<file path="config.mk">
export PLATFORM = sky130hd
export DESIGN_NAME = alu_pipe_flat
export DESIGN_NICKNAME = d
export VERILOG_FILES = /design/src/rtl/alu_cluster_pkg.sv /design/src/rtl/alu_cluster_if.sv /design/src/rtl/alu_decode.sv /design/src/rtl/alu_pipe.sv /design/src/flat_wrapper.sv
export SDC_FILE = /design/constraint.sdc
export NUM_CORES = 2
export LEC_CHECK = 0
export CAP_MARGIN = 10
export CORE_MARGIN = 2
export CORE_UTILIZATION = 30
export CTS_BUF_LIST = sky130_fd_sc_hd__clkbuf_16
export CTS_CLUSTER_DIAMETER = 150
export DETAILED_ROUTE_END_ITERATION = 16
export DONT_BUFFER_PORTS = 1
export HOLD_SLACK_MARGIN = 0.08
export SLEW_MARGIN = 15
export SYNTH_ARGS = -nofsm -noshare
export SYNTH_HDL_FRONTEND = slang
export SYNTH_SLANG_ARGS = --single-unit
</file>
<file path="constraint.sdc">
create_clock -name i_clk -period 7.3 [get_ports i_clk]
set_input_delay 0.365 -clock i_clk [delete_from_list [all_inputs] [get_ports i_clk]]
set_output_delay 0.365 -clock i_clk [all_outputs]
set_load 0.01 [all_outputs]
</file>
<file path="src/rtl/alu_cluster_pkg.sv">
package alu_cluster_pkg;

  localparam int XLEN_W    = 64;
  localparam int RNID_W    = 5;
  localparam int NUM_ALU   = 2;
  localparam int TAG_W     = 4;
  localparam int RETIRE_W  = 16;
  localparam int NUM_PREGS = 2 ** RNID_W;
  localparam int SHAMT_W   = $clog2(XLEN_W);
  localparam int ALU_SEL_W = $clog2(NUM_ALU);

  // rv64 major opcodes handled by the cluster.
  typedef enum logic [6:0] {
    MAJ_OP        = 7'b0110011,
    MAJ_OP_IMM    = 7'b0010011,
    MAJ_OP_32     = 7'b0111011,
    MAJ_OP_IMM_32 = 7'b0011011,
    MAJ_LUI       = 7'b0110111,
    MAJ_AUIPC     = 7'b0010111
  } major_t;

  typedef enum logic [3:0] {
    OP_NONE,
    OP_ADD,
    OP_SUB,
    OP_ADD_32,
    OP_SLL,
    OP_SRL,
    OP_SRA,
    OP_SLL_32,
    OP_SRL_32,
    OP_SRA_32,
    OP_LUI,
    OP_AUIPC
  } op_t;

  typedef enum logic [1:0] {
    IMM_NONE, // operand 2 is rs2.
    IMM_I,
    IMM_SH,
    IMM_U
  } imm_t;

  typedef struct packed {
    logic              valid;
    logic [31:0]       inst;
    logic [XLEN_W-1:0] pc;
    logic [RNID_W-1:0] rs1_rnid;
    logic [RNID_W-1:0] rs2_rnid;
    logic [RNID_W-1:0] rd_rnid;
    logic [TAG_W-1:0]  tag;
  } issue_t;

  typedef struct packed {
    logic              valid;
    logic [RNID_W-1:0] rd_rnid;
    logic [XLEN_W-1:0] rd_data;
  } phy_wr_t;

endpackage

</file>
<file path="src/rtl/alu_cluster_if.sv">
interface issue_if;
  import alu_cluster_pkg::*;

  issue_t issue; // valid marks ex0 of the receiving pipe.

  modport sender (output issue);
  modport receiver (input issue);

endinterface

interface done_if;
  import alu_cluster_pkg::*;

  logic              done;
  logic [TAG_W-1:0]  tag;
  logic              rd_valid;
  logic [RNID_W-1:0] rd_rnid;
  logic [XLEN_W-1:0] data;

  modport sender (
    output done, tag, rd_valid, rd_rnid, data
  );
  modport receiver (
    input done, tag, rd_valid, rd_rnid, data
  );

endinterface

</file>
<file path="src/rtl/alu_decode.sv">
module alu_decode (
  input  logic [31:0]           i_inst,
  output alu_cluster_pkg::op_t  o_op,
  output alu_cluster_pkg::imm_t o_imm,
  output logic                  o_rs1_use,
  output logic                  o_rs2_use
);
  import alu_cluster_pkg::*;

  logic [6:0] w_opcode;
  logic [2:0] w_funct3;
  logic [6:0] w_funct7;

  assign w_opcode = i_inst[6:0];
  assign w_funct3 = i_inst[14:12];
  assign w_funct7 = i_inst[31:25];

  always_comb begin
    o_op      = OP_NONE;
    o_imm     = IMM_NONE;
    o_rs1_use = 1'b0;
    o_rs2_use = 1'b0;
    case (w_opcode)
      MAJ_OP: begin
        o_rs1_use = 1'b1;
        o_rs2_use = 1'b1;
        if (w_funct3 == 3'b000 && w_funct7 == 7'h00) o_op = OP_ADD;
        if (w_funct3 == 3'b000 && w_funct7 == 7'h20) o_op = OP_SUB;
        if (w_funct3 == 3'b001 && w_funct7 == 7'h00) o_op = OP_SLL;
        if (w_funct3 == 3'b101 && w_funct7 == 7'h00) o_op = OP_SRL;
        if (w_funct3 == 3'b101 && w_funct7 == 7'h20) o_op = OP_SRA;
      end
      MAJ_OP_IMM: begin
        o_rs1_use = 1'b1;
        o_imm     = (w_funct3 == 3'b000) ? IMM_I : IMM_SH;
        // rv64 shifts keep bit 25 for shamt[5].
        if (w_funct3 == 3'b000) o_op = OP_ADD;
        if (w_funct3 == 3'b001 && w_funct7[6:1] == 6'h00) o_op = OP_SLL;
        if (w_funct3 == 3'b101 && w_funct7[6:1] == 6'h00) o_op = OP_SRL;
        if (w_funct3 == 3'b101 && w_funct7[6:1] == 6'h10) o_op = OP_SRA;
      end
      MAJ_OP_32: begin
        o_rs1_use = 1'b1;
        o_rs2_use = 1'b1;
        if (w_funct3 == 3'b000 && w_funct7 == 7'h00) o_op = OP_ADD_32;
        if (w_funct3 == 3'b001 && w_funct7 == 7'h00) o_op = OP_SLL_32;
        if (w_funct3 == 3'b101 && w_funct7 == 7'h00) o_op = OP_SRL_32;
        if (w_funct3 == 3'b101 && w_funct7 == 7'h20) o_op = OP_SRA_32;
      end
      MAJ_OP_IMM_32: begin
        o_rs1_use = 1'b1;
        o_imm     = (w_funct3 == 3'b000) ? IMM_I : IMM_SH;
        if (w_funct3 == 3'b000) o_op = OP_ADD_32;
        if (w_funct3 == 3'b001 && w_funct7 == 7'h00) o_op = OP_SLL_32;
        if (w_funct3 == 3'b101 && w_funct7 == 7'h00) o_op = OP_SRL_32;
        if (w_funct3 == 3'b101 && w_funct7 == 7'h20) o_op = OP_SRA_32;
      end
      MAJ_LUI: begin
        o_op  = OP_LUI;
        o_imm = IMM_U;
      end
      MAJ_AUIPC: begin
        o_op  = OP_AUIPC;
        o_imm = IMM_U;
      end
      default: o_op = OP_NONE; // result reads as 0.
    endcase
  end

endmodule

</file>
<file path="src/rtl/alu_pipe.sv">
module alu_pipe (
  input  logic                                 i_clk,
  input  logic                                 i_reset_n,
  issue_if.receiver                            i_issue,
  output logic [alu_cluster_pkg::RNID_W-1:0]   o_rs1_rnid,
  output logic [alu_cluster_pkg::RNID_W-1:0]   o_rs2_rnid,
  input  logic [alu_cluster_pkg::XLEN_W-1:0]   i_rs1_data,
  input  logic [alu_cluster_pkg::XLEN_W-1:0]   i_rs2_data,
  input  alu_cluster_pkg::phy_wr_t             i_fwd [alu_cluster_pkg::NUM_ALU],
  output alu_cluster_pkg::phy_wr_t             o_ex3_phy_wr,
  done_if.sender                               o_done
);
  import alu_cluster_pkg::*;

  op_t               w_ex0_op;
  imm_t              w_ex0_imm;
  logic              w_ex0_rs1_use;
  logic              w_ex0_rs2_use;

  logic              r_ex1_valid;
  issue_t            r_ex1_issue;
  op_t               r_ex1_op;
  imm_t              r_ex1_imm;
  logic              r_ex1_rs1_use;
  logic              r_ex1_rs2_use;
  logic [XLEN_W-1:0] w_ex1_op2;

  logic              r_ex2_valid;
  issue_t            r_ex2_issue;
  op_t               r_ex2_op;
  logic              r_ex2_rs1_use;
  logic              r_ex2_rs2_use;
  logic [XLEN_W-1:0] r_ex2_rs1_data;
  logic [XLEN_W-1:0] r_ex2_rs2_data;
  logic [NUM_ALU-1:0] w_ex2_rs1_hit;
  logic [NUM_ALU-1:0] w_ex2_rs2_hit;
  logic [XLEN_W-1:0] w_ex2_rs1_fwd;
  logic [XLEN_W-1:0] w_ex2_rs2_fwd;
  logic [XLEN_W-1:0] w_ex2_op1;
  logic [XLEN_W-1:0] w_ex2_op2;
  logic [31:0]       w_ex2_word;
  logic [XLEN_W-1:0] w_ex2_result;

  logic              r_ex3_valid;
  logic [RNID_W-1:0] r_ex3_rd_rnid;
  logic [TAG_W-1:0]  r_ex3_tag;
  logic [XLEN_W-1:0] r_ex3_result;

  alu_decode u_decode (
    .i_inst    (i_issue.issue.inst),
    .o_op      (w_ex0_op),
    .o_imm     (w_ex0_imm),
    .o_rs1_use (w_ex0_rs1_use),
    .o_rs2_use (w_ex0_rs2_use)
  );

  always_ff @(posedge i_clk or negedge i_reset_n) begin
    if (!i_reset_n) begin
      r_ex1_valid <= 1'b0;
      r_ex2_valid <= 1'b0;
      r_ex3_valid <= 1'b0;
    end else begin
      r_ex1_valid <= i_issue.issue.valid;
      r_ex2_valid <= r_ex1_valid;
      r_ex3_valid <= r_ex2_valid;
    end
  end

  // unused sources read id 0, which the register file returns as zero.
  assign o_rs1_rnid = r_ex1_rs1_use ? r_ex1_issue.rs1_rnid : '0;
  assign o_rs2_rnid = r_ex1_rs2_use ? r_ex1_issue.rs2_rnid : '0;

  always_comb begin
    case (r_ex1_imm)
      IMM_I:   w_ex1_op2 = {{(XLEN_W-12){r_ex1_issue.inst[31]}}, r_ex1_issue.inst[31:20]};
      IMM_SH:  w_ex1_op2 = {{(XLEN_W-6){1'b0}}, r_ex1_issue.inst[25:20]};
      IMM_U:   w_ex1_op2 = {{(XLEN_W-32){r_ex1_issue.inst[31]}}, r_ex1_issue.inst[31:12], 12'h000};
      default: w_ex1_op2 = i_rs2_data;
    endcase
  end

  always_comb begin
    w_ex2_rs1_fwd = '0;
    w_ex2_rs2_fwd = '0;
    for (int j = 0; j < NUM_ALU; j++) begin
      w_ex2_rs1_hit[j] = r_ex2_rs1_use && i_fwd[j].valid &&
                         (i_fwd[j].rd_rnid == r_ex2_issue.rs1_rnid) &&
                         (r_ex2_issue.rs1_rnid != '0);
      w_ex2_rs2_hit[j] = r_ex2_rs2_use && i_fwd[j].valid &&
                         (i_fwd[j].rd_rnid == r_ex2_issue.rs2_rnid) &&
                         (r_ex2_issue.rs2_rnid != '0);
      w_ex2_rs1_fwd = w_ex2_rs1_fwd | ({XLEN_W{w_ex2_rs1_hit[j]}} & i_fwd[j].rd_data);
      w_ex2_rs2_fwd = w_ex2_rs2_fwd | ({XLEN_W{w_ex2_rs2_hit[j]}} & i_fwd[j].rd_data);
    end
  end

  assign w_ex2_op1 = (|w_ex2_rs1_hit) ? w_ex2_rs1_fwd : r_ex2_rs1_data;
  assign w_ex2_op2 = (|w_ex2_rs2_hit) ? w_ex2_rs2_fwd : r_ex2_rs2_data;

  always_comb begin
    case (r_ex2_op)
      OP_ADD_32: w_ex2_word = w_ex2_op1[31:0] + w_ex2_op2[31:0];
      OP_SLL_32: w_ex2_word = w_ex2_op1[31:0] << w_ex2_op2[4:0];
      OP_SRL_32: w_ex2_word = w_ex2_op1[31:0] >> w_ex2_op2[4:0];
      OP_SRA_32: w_ex2_word = $signed(w_ex2_op1[31:0]) >>> w_ex2_op2[4:0];
      default:   w_ex2_word = 32'h0;
    endcase
  end

  always_comb begin
    case (r_ex2_op)
      OP_ADD:   w_ex2_result = w_ex2_op1 + w_ex2_op2;
      OP_SUB:   w_ex2_result = w_ex2_op1 - w_ex2_op2;
      OP_SLL:   w_ex2_result = w_ex2_op1 << w_ex2_op2[SHAMT_W-1:0];
      OP_SRL:   w_ex2_result = w_ex2_op1 >> w_ex2_op2[SHAMT_W-1:0];
      OP_SRA:   w_ex2_result = $signed(w_ex2_op1) >>> w_ex2_op2[SHAMT_W-1:0];
      OP_ADD_32, OP_SLL_32, OP_SRL_32, OP_SRA_32:
        w_ex2_result = {{(XLEN_W-32){w_ex2_word[31]}}, w_ex2_word};
      OP_LUI:   w_ex2_result = w_ex2_op2;
      OP_AUIPC: w_ex2_result = r_ex2_issue.pc + w_ex2_op2;
      default:  w_ex2_result = '0;
    endcase
  end

  always_ff @(posedge i_clk) begin
    r_ex1_issue    <= i_issue.issue;
    r_ex1_op       <= w_ex0_op;
    r_ex1_imm      <= w_ex0_imm;
    r_ex1_rs1_use  <= w_ex0_rs1_use;
    r_ex1_rs2_use  <= w_ex0_rs2_use;
    r_ex2_issue    <= r_ex1_issue;
    r_ex2_op       <= r_ex1_op;
    r_ex2_rs1_use  <= r_ex1_rs1_use;
    r_ex2_rs2_use  <= r_ex1_rs2_use;
    r_ex2_rs1_data <= i_rs1_data;
    r_ex2_rs2_data <= w_ex1_op2;
    r_ex3_rd_rnid  <= r_ex2_issue.rd_rnid;
    r_ex3_tag      <= r_ex2_issue.tag;
    r_ex3_result   <= w_ex2_result;
  end

  assign o_ex3_phy_wr.valid   = r_ex3_valid && (r_ex3_rd_rnid != '0);
  assign o_ex3_phy_wr.rd_rnid = r_ex3_rd_rnid;
  assign o_ex3_phy_wr.rd_data = r_ex3_result;

  assign o_done.done     = r_ex3_valid;
  assign o_done.tag      = r_ex3_tag;
  assign o_done.rd_valid = r_ex3_rd_rnid != '0;
  assign o_done.rd_rnid  = r_ex3_rd_rnid;
  assign o_done.data     = r_ex3_result;

  // only one pipe can sit in ex3 at a time, so forwarding never sees two hits.
  a_fwd_onehot: assert property (@(posedge i_clk) disable iff (!i_reset_n)
    r_ex2_valid |-> ($onehot0(w_ex2_rs1_hit) && $onehot0(w_ex2_rs2_hit)));

endmodule

</file>
<file path="src/flat_wrapper.sv">
// flat-port wrapper written by rule: the top's interface ports become plain ports
module alu_pipe_flat import alu_cluster_pkg::*;
  (i_clk, i_reset_n, o_rs1_rnid, o_rs2_rnid, i_rs1_data, i_rs2_data, i_fwd, o_ex3_phy_wr, i_issue_issue, o_done_done, o_done_tag, o_done_rd_valid, o_done_rd_rnid, o_done_data);
  issue_if i_issue_i ();
  done_if o_done_i ();
  input  logic i_clk;
  input  logic i_reset_n;
  output logic [alu_cluster_pkg::RNID_W-1:0] o_rs1_rnid;
  output logic [alu_cluster_pkg::RNID_W-1:0] o_rs2_rnid;
  input  logic [alu_cluster_pkg::XLEN_W-1:0] i_rs1_data;
  input  logic [alu_cluster_pkg::XLEN_W-1:0] i_rs2_data;
  input  alu_cluster_pkg::phy_wr_t i_fwd[alu_cluster_pkg::NUM_ALU];
  output alu_cluster_pkg::phy_wr_t o_ex3_phy_wr;
  input wire logic [$bits(i_issue_i.issue)-1:0] i_issue_issue;
  output wire logic [$bits(o_done_i.done)-1:0] o_done_done;
  output wire logic [$bits(o_done_i.tag)-1:0] o_done_tag;
  output wire logic [$bits(o_done_i.rd_valid)-1:0] o_done_rd_valid;
  output wire logic [$bits(o_done_i.rd_rnid)-1:0] o_done_rd_rnid;
  output wire logic [$bits(o_done_i.data)-1:0] o_done_data;
  assign i_issue_i.issue = i_issue_issue;
  assign o_done_done = o_done_i.done;
  assign o_done_tag = o_done_i.tag;
  assign o_done_rd_valid = o_done_i.rd_valid;
  assign o_done_rd_rnid = o_done_i.rd_rnid;
  assign o_done_data = o_done_i.data;
  alu_pipe u_core (.i_clk(i_clk), .i_reset_n(i_reset_n), .i_issue(i_issue_i), .o_rs1_rnid(o_rs1_rnid), .o_rs2_rnid(o_rs2_rnid), .i_rs1_data(i_rs1_data), .i_rs2_data(i_rs2_data), .i_fwd(i_fwd), .o_ex3_phy_wr(o_ex3_phy_wr), .o_done(o_done_i));
endmodule
</file>
-- Yosys cells after proc, flatten, opt, wreduce, memory -nomap -nowiden
Index checks and enable logic that the tools add are counted.
- flip-flop bits (word level): 416
- bits in latches: 0
- RAM bits: 0
- memory bits (read-only): 0
- input port bits: 386
- output and inout port bits: 155
- word-level logic and storage cells: 133
- memories kept: 0
- add/subtract/negate cells: 4
- $mul: 0
- divide/modulo/power cells: 0
- $lt $le $gt $ge: 0
- equal/unequal tests: 28
- shift operators: 6
- mux-type cells: 29
- bitwise logic cells: 6
- reduce and logical (&&, ||, !) cells: 34
- operators by type and width (operator ; count):
    64-bit case mux with 8 select lines ; 1
    64-bit AND ; 4
    64-bit case mux with 3 select lines ; 1
    64-bit adder ; 2
    64-bit two-way mux ; 2
    64-bit bitwise OR ; 2
    32-bit case mux with 4 select lines ; 1
    64-bit by 6-bit << shifter with 64-bit output ; 1
    64-bit by 6-bit >> shifter with 64-bit output ; 1
    64-bit by 6-bit >>> shifter with 64-bit output ; 1
    64-bit subtractor ; 1
    4-bit two-way mux ; 13
    32-bit adder ; 1
    32-bit by 5-bit << shifter with 32-bit output ; 1
    32-bit by 5-bit >> shifter with 32-bit output ; 1
    32-bit by 5-bit >>> shifter with 32-bit output ; 1
    7-bit by 6-bit equality test with 1-bit output, second input constant ; 4
    4-bit case mux with 6 select lines ; 1
    7-bit by 5-bit equality test with 1-bit output, second input constant ; 3
    1-bit logical AND ; 21
    5-bit equality test ; 4
    4-bit by 3-bit equality test with 1-bit output, second input constant ; 4
    4-bit equality test, second input constant ; 4
    5-bit nonzero test ; 3
    16 further kinds ; 29

-- Depth between registers and ports, before layout
- word-level depth: 9
- gate-level depth with buffers: 24

-- Hierarchy
From an unflattened synthesis, not the netlist that was laid out.
- cell total of the unflattened synthesis: 4632
- area total of the unflattened synthesis: 34195.3 sq um
- by module, submodules not included (module ; instances ; cells each ; area an instance (sq um)):
    alu_pipe ; 1 ; 4578 ; 33880.0
    alu_decode ; 1 ; 54 ; 315.3

-- Least setup slack after synthesis
OpenSTA, ideal clock, no wires.
- kind: register to register
- from: register u_core.r_ex2_issue[13] (netlist name)
- to: register u_core.r_ex3_result[57], in the netlist u_core.o_done.data[57]
- library setup time: 0.134 ns
- arrival time: 5.957 ns
- data required time: 7.166 ns
- setup slack: 1.209 ns
- stages on the path, launching flop included: 24
- path through: dfxtp_1 -> or4_1 -> o2111a_1 -> and2_4 -> buf_6 -> clkbuf_1 -> clkbuf_1 -> clkbuf_1 -> a22oi_1 -> nand2_1 -> ha_1 -> clkbuf_1 -> or4_1 -> or4_1 -> nor3_2 -> o2111ai_1 -> a31o_1 -> o21a_1 -> a21oi_2 -> a41oi_2 -> and3_1 -> o21ai_1 -> o211ai_1 -> or4_1
- cells in the longest elaborated chain, start to end: 9
- elaborated cells between the ends (all ways): 24
- those cells by class: add/sub: 4; eq/ne: 2; shift: 6; mux: 3; bitwise: 3; reduce/logical: 6
- RTL lines (item ; line ; text):
    start, declared ; alu_pipe.sv:29 ; issue_t r_ex2_issue;
    start signal, assigned ; alu_pipe.sv:131 ; r_ex2_issue <= r_ex1_issue;
    5-bit equality test ; alu_pipe.sv:90 ; (i_fwd[j].rd_rnid == r_ex2_issue.rs2_rnid) &&
    1-bit logical AND ; alu_pipe.sv:89 ; w_ex2_rs2_hit[j] = r_ex2_rs2_use && i_fwd[j].valid &&
    1-bit logical AND ; alu_pipe.sv:90 ;
    64-bit AND ; alu_pipe.sv:93 ; w_ex2_rs2_fwd = w_ex2_rs2_fwd | ({XLEN_W{w_ex2_rs2_hit[j]}} & i_fwd[j].rd_data);
    64-bit bitwise OR ; alu_pipe.sv:93 ;
    64-bit two-way mux * ; alu_pipe.sv:98 ; assign w_ex2_op2 = (|w_ex2_rs2_hit) ? w_ex2_rs2_fwd : r_ex2_rs2_data;
    32-bit adder (tied with other cells) ; alu_pipe.sv:102 ; OP_ADD_32: w_ex2_word = w_ex2_op1[31:0] + w_ex2_op2[31:0];
    32-bit case mux with 4 select lines ; alu_pipe.sv:101 ; case (r_ex2_op)
    64-bit case mux with 8 select lines * ; alu_pipe.sv:111 ; case (r_ex2_op)
    named net u_core.w_ex2_result[57] ; alu_pipe.sv:42 ; logic [XLEN_W-1:0] w_ex2_result;
    end signal, assigned ; alu_pipe.sv:139 ; r_ex3_result <= w_ex2_result;
    end, declared ; alu_pipe.sv:47 ; logic [XLEN_W-1:0] r_ex3_result;
The timed path passes the listed nets; every way through them passes the cells marked *.

-- Worst setup path after layout
- from: register u_core.r_ex2_issue[13] (netlist name)
- to: register u_core.r_ex3_result[53], in the netlist u_core.o_done.data[53]
Same word-level chain as after synthesis.

==> metrics.yaml <==
run_status:
  status: "finished, final reports clean"
clock_tree:
  tritoncts: "built"
  cts-root-buf: "clkbuf_16"
  cts.reportedPaths.clkPinSlew_ns: 0.07
  clk_latency_ns: 0.66
  htree_levels: 2
  clock_path_buffers: 3
  post_cts_buffers: 0
  number_of_gates_given_a_new_drive_strength_after_cts: 0
  cts_num_sinks: 404
  cts_made_buffers: 45
floorplan:
  dieHeight_um: 346
  placementRows: 125
  io_pins: 541
  dieWidth_um: 346
  initial_core_util: 0.302
  design.die.area_um2: 120000
  placeableCoreArea_um2: 116000
timing:
  worst_setup_skew_after_layout_ns: 0.0397
  max_slew_headroom: 0.133
  setup_total_negative_slack_ns: 0
  setup_viol_count_final: 0
  max_freq_ghz: 0.141
  period_share: 0.969
  max_slew.worst_pin.slew_ns: 1.27
  period_needed_ns: 7.07
  timing.final.max_slew_violations: 0
  rsz0062_at_grt: "no"
  hold_viol: 0
  timing.final.ws_setup_ns: 0.230
final_layout:
  syn2layout_area_growth_pct: 18.6
  multi_input_area_um2: 24600
  layout.area.seq_um2: 8100
  n_fill_cell: 12200
  layout_commonest_cell: "nor2_1"
  num-nets-final: 5494
  final_cell_mix: "505 x nor2_1, 427 x nand2_1, 415 x a21oi_1"
  post_route_cells_drive_above_1_share: 0.104
global_route:
  grt_start_max_net_pins: 138
  number_of_global_route_vias_before_repair: 39700
  number_of_antenna_violations_at_the_first_check_in_global_routing: 19
  grt.total_usage: 0.358
  grt_first_pass_wirelength_um: 309000
  grt_remaining_overflow: 0
yosys:
  synth.yosys.warnings: 0
  mapped_nets: 5306
  post_synth_instance_area_um2: 35100
  synth_enable_flop_cells: 0
  synth.distinct_cells: 111
  avg_synthesized_cell_area_um2: 7.39
  synth-seq-area-share: 0.231
  synthesized_instance_count: 4759
  main_synth_ff_type: "dfxtp_1"
  ys_ff_latch: 404
  synth_async_sr_flop_share: 0.00743
routing:
  sum_of_routed_wire_length_over_all_layers_um: 225000
  drt-wirelength-per-cell_um: 34.6
  remaining_drc_errors: 0
  detailedRoute.firstPassIterationCount: 9
  drt_first_iter_violations: 6826
  antenna_left: 0
  dr_total_vias: 42300
  avgViaCountPerCell: 6.49
job:
  drv_cap: 0
critical_path:
  worst_setup_sp: "u_core.r_ex2_issue[13]"
  rr_startpoint: "u_core.r_ex2_issue[13]"
  critical_path_required_ns: 7.75
  ff2ff_setup_slack_ns: 0.23
  cp-start-kind: "flop"
  critPathArrivalTime_ns: 7.52
  path_max_fanout: 29
  r2r_cells: 18
  criticalPathCategory: "reg2reg"
  critPathCaptureType: "flop"
  worst_r2r_endpoint: "u_core.o_done.data[53]"
place:
  detailedPlacementHpwl_um: 178000
  gpl.final_weighted_congestion: 1.11
  dp_slack_ns: 0.533
  number_of_i_o_port_buffers: 0
min_path:
  hold-path-cell-count: 4
  worst_hold_path_type: "in2reg"
  hp-start: "i_issue_issue[108]"
  whs_endpoint: "u_core.r_ex1_op[1]"
power:
  vdd_ir_drop_max_v: 0.000243
  power_density_nw_per_um2: 185
  power_leakage_uw: 0.0173
==> critical path: stages (launching register included) <==
cell and delay [ns]:
dfxtp_1 0.34, or4_1 0.55, o211a_1 0.24, and2_2 0.36, nor2_4 0.56, buf_4 0.47, nand2_1 0.10, nand2_1 0.38
ha_1 0.43, a21oi_1 0.14, o21bai_1 0.25, a21oi_1 0.13, o21ai_0 0.42, mux2i_1 0.14, a22oi_1 0.51, o21ai_0 0.24
a2111oi_0 1.12, buf_4 0.25, nand4_1 0.19
==> cell usage after synthesis, types with 36 or more instances <==
cell type	n	share of area
xor2_1	36	0.0090
o21ai_0	311	0.044
xnor2_1	87	0.022
o211ai_1	103	0.022
a21oi_1	415	0.059
inv_1	176	0.019
a22oi_1	62	0.013
nor2_1	515	0.055
nand3_1	170	0.024
clkbuf_1	231	0.025
a211oi_1	62	0.013
buf_2	52	0.0074
buf_4	75	0.016
buf_1	45	0.0048
nor3_1	95	0.014
o221ai_1	39	0.0097
mux2i_1	286	0.081
o22ai_1	71	0.013
dfxtp_1	401	0.23
a31oi_1	38	0.0068
ha_1	158	0.056
nand4_1	117	0.021
o21bai_1	51	0.011
nand2_1	428	0.046
a21o_1	121	0.026
==> layout make-up <==
type | instances | share of cell area
multi-input combinational | 3764 | 0.591
sequential | 404 | 0.194
timing repair buffer | 551 | 0.117
tap | 1524 | 0.0458
clock buffer | 46 | 0.0276
inverter | 181 | 0.0164
clock inverter | 37 | 0.00781
antenna | 8 | 0.000480
==> cells by family after synthesis <==
family | synth area share
buf+inv | 0.0745
mux | 0.0991
simple gates | 0.199
xor+xnor | 0.0320
compound gates | 0.307
fa+ha+maj | 0.0580
flops | 0.231
==> power by group <==
group | internal, uW | total, uW | switching (uW)
Sequential | 2320 | 2400 | 74.4
Combinational | 953 | 2970 | 2010
Clock | 1270 | 2340 | 1070
==> per-layer routing <==
metal	global-route usage	wire, um	share of wire	vias to the layer above
li1	-	-	-	17900
met1	0.462	88500	0.39	20400
met2	0.505	89400	0.40	3299
met3	0.137	32600	0.14	683
met4	0.198	14900	0.066	14
met5	0	96	0.00043	-
==> per-stage QoR <==
step | instances | instance area, um^2 | utilization | power [uW] | hold WS, ns
6_report | 6515 | 41700 | 0.359 | 7700 | 0.111
5_1_grt | 6513 | 41700 | 0.359 | 7920 | 0.163
4_1_cts | 6507 | 41700 | 0.358 | 7560 | 0.0943
3_5_place_dp | 6183 | 37800 | 0.325 | 5120 | 0.0695
3_3_place_gp | 6183 | 37800 | 0.325 | 5140 | 0.0695
2_1_floorplan | 4759 | 35200 | - | 4040 | 0.0694
==> registers in the layout, summed over array words and instances (netlist names), 2 cells and up <==
name,cells
u_core.r_ex1_issue,103
u_core.r_ex2_issue,83
u_core.o_done.data,64
u_core.r_ex2_rs1_data,64
u_core.r_ex2_rs2_data,64
u_core.o_done.rd_rnid,5
u_core.o_done.tag,4
u_core.r_ex1_op,4
u_core.r_ex2_op,4
u_core.r_ex1_imm,2
==> worst max path at each step <==
stage | end | slack [ns] | depth (start not counted)
2_1_floorplan | u_core.o_done.data[57] | 1.21 | 23
4_1_cts | u_core.o_done.data[49] | 0.51 | 21
3_5_place_dp | u_core.o_done.data[49] | 0.53 | 21
6_report | u_core.o_done.data[53] | 0.23 | 18
3_3_place_gp | u_core.o_done.data[57] | 0.63 | 20
5_1_grt | u_core.o_done.data[57] | 0.23 | 20
==> repair_timing <==
item                       in CTS  in global routing
setup endpoints to repair       0                  0
hold buffers                  241                  0
hold endpoints to repair      242                  0
(Power assumes the default switching activity.)
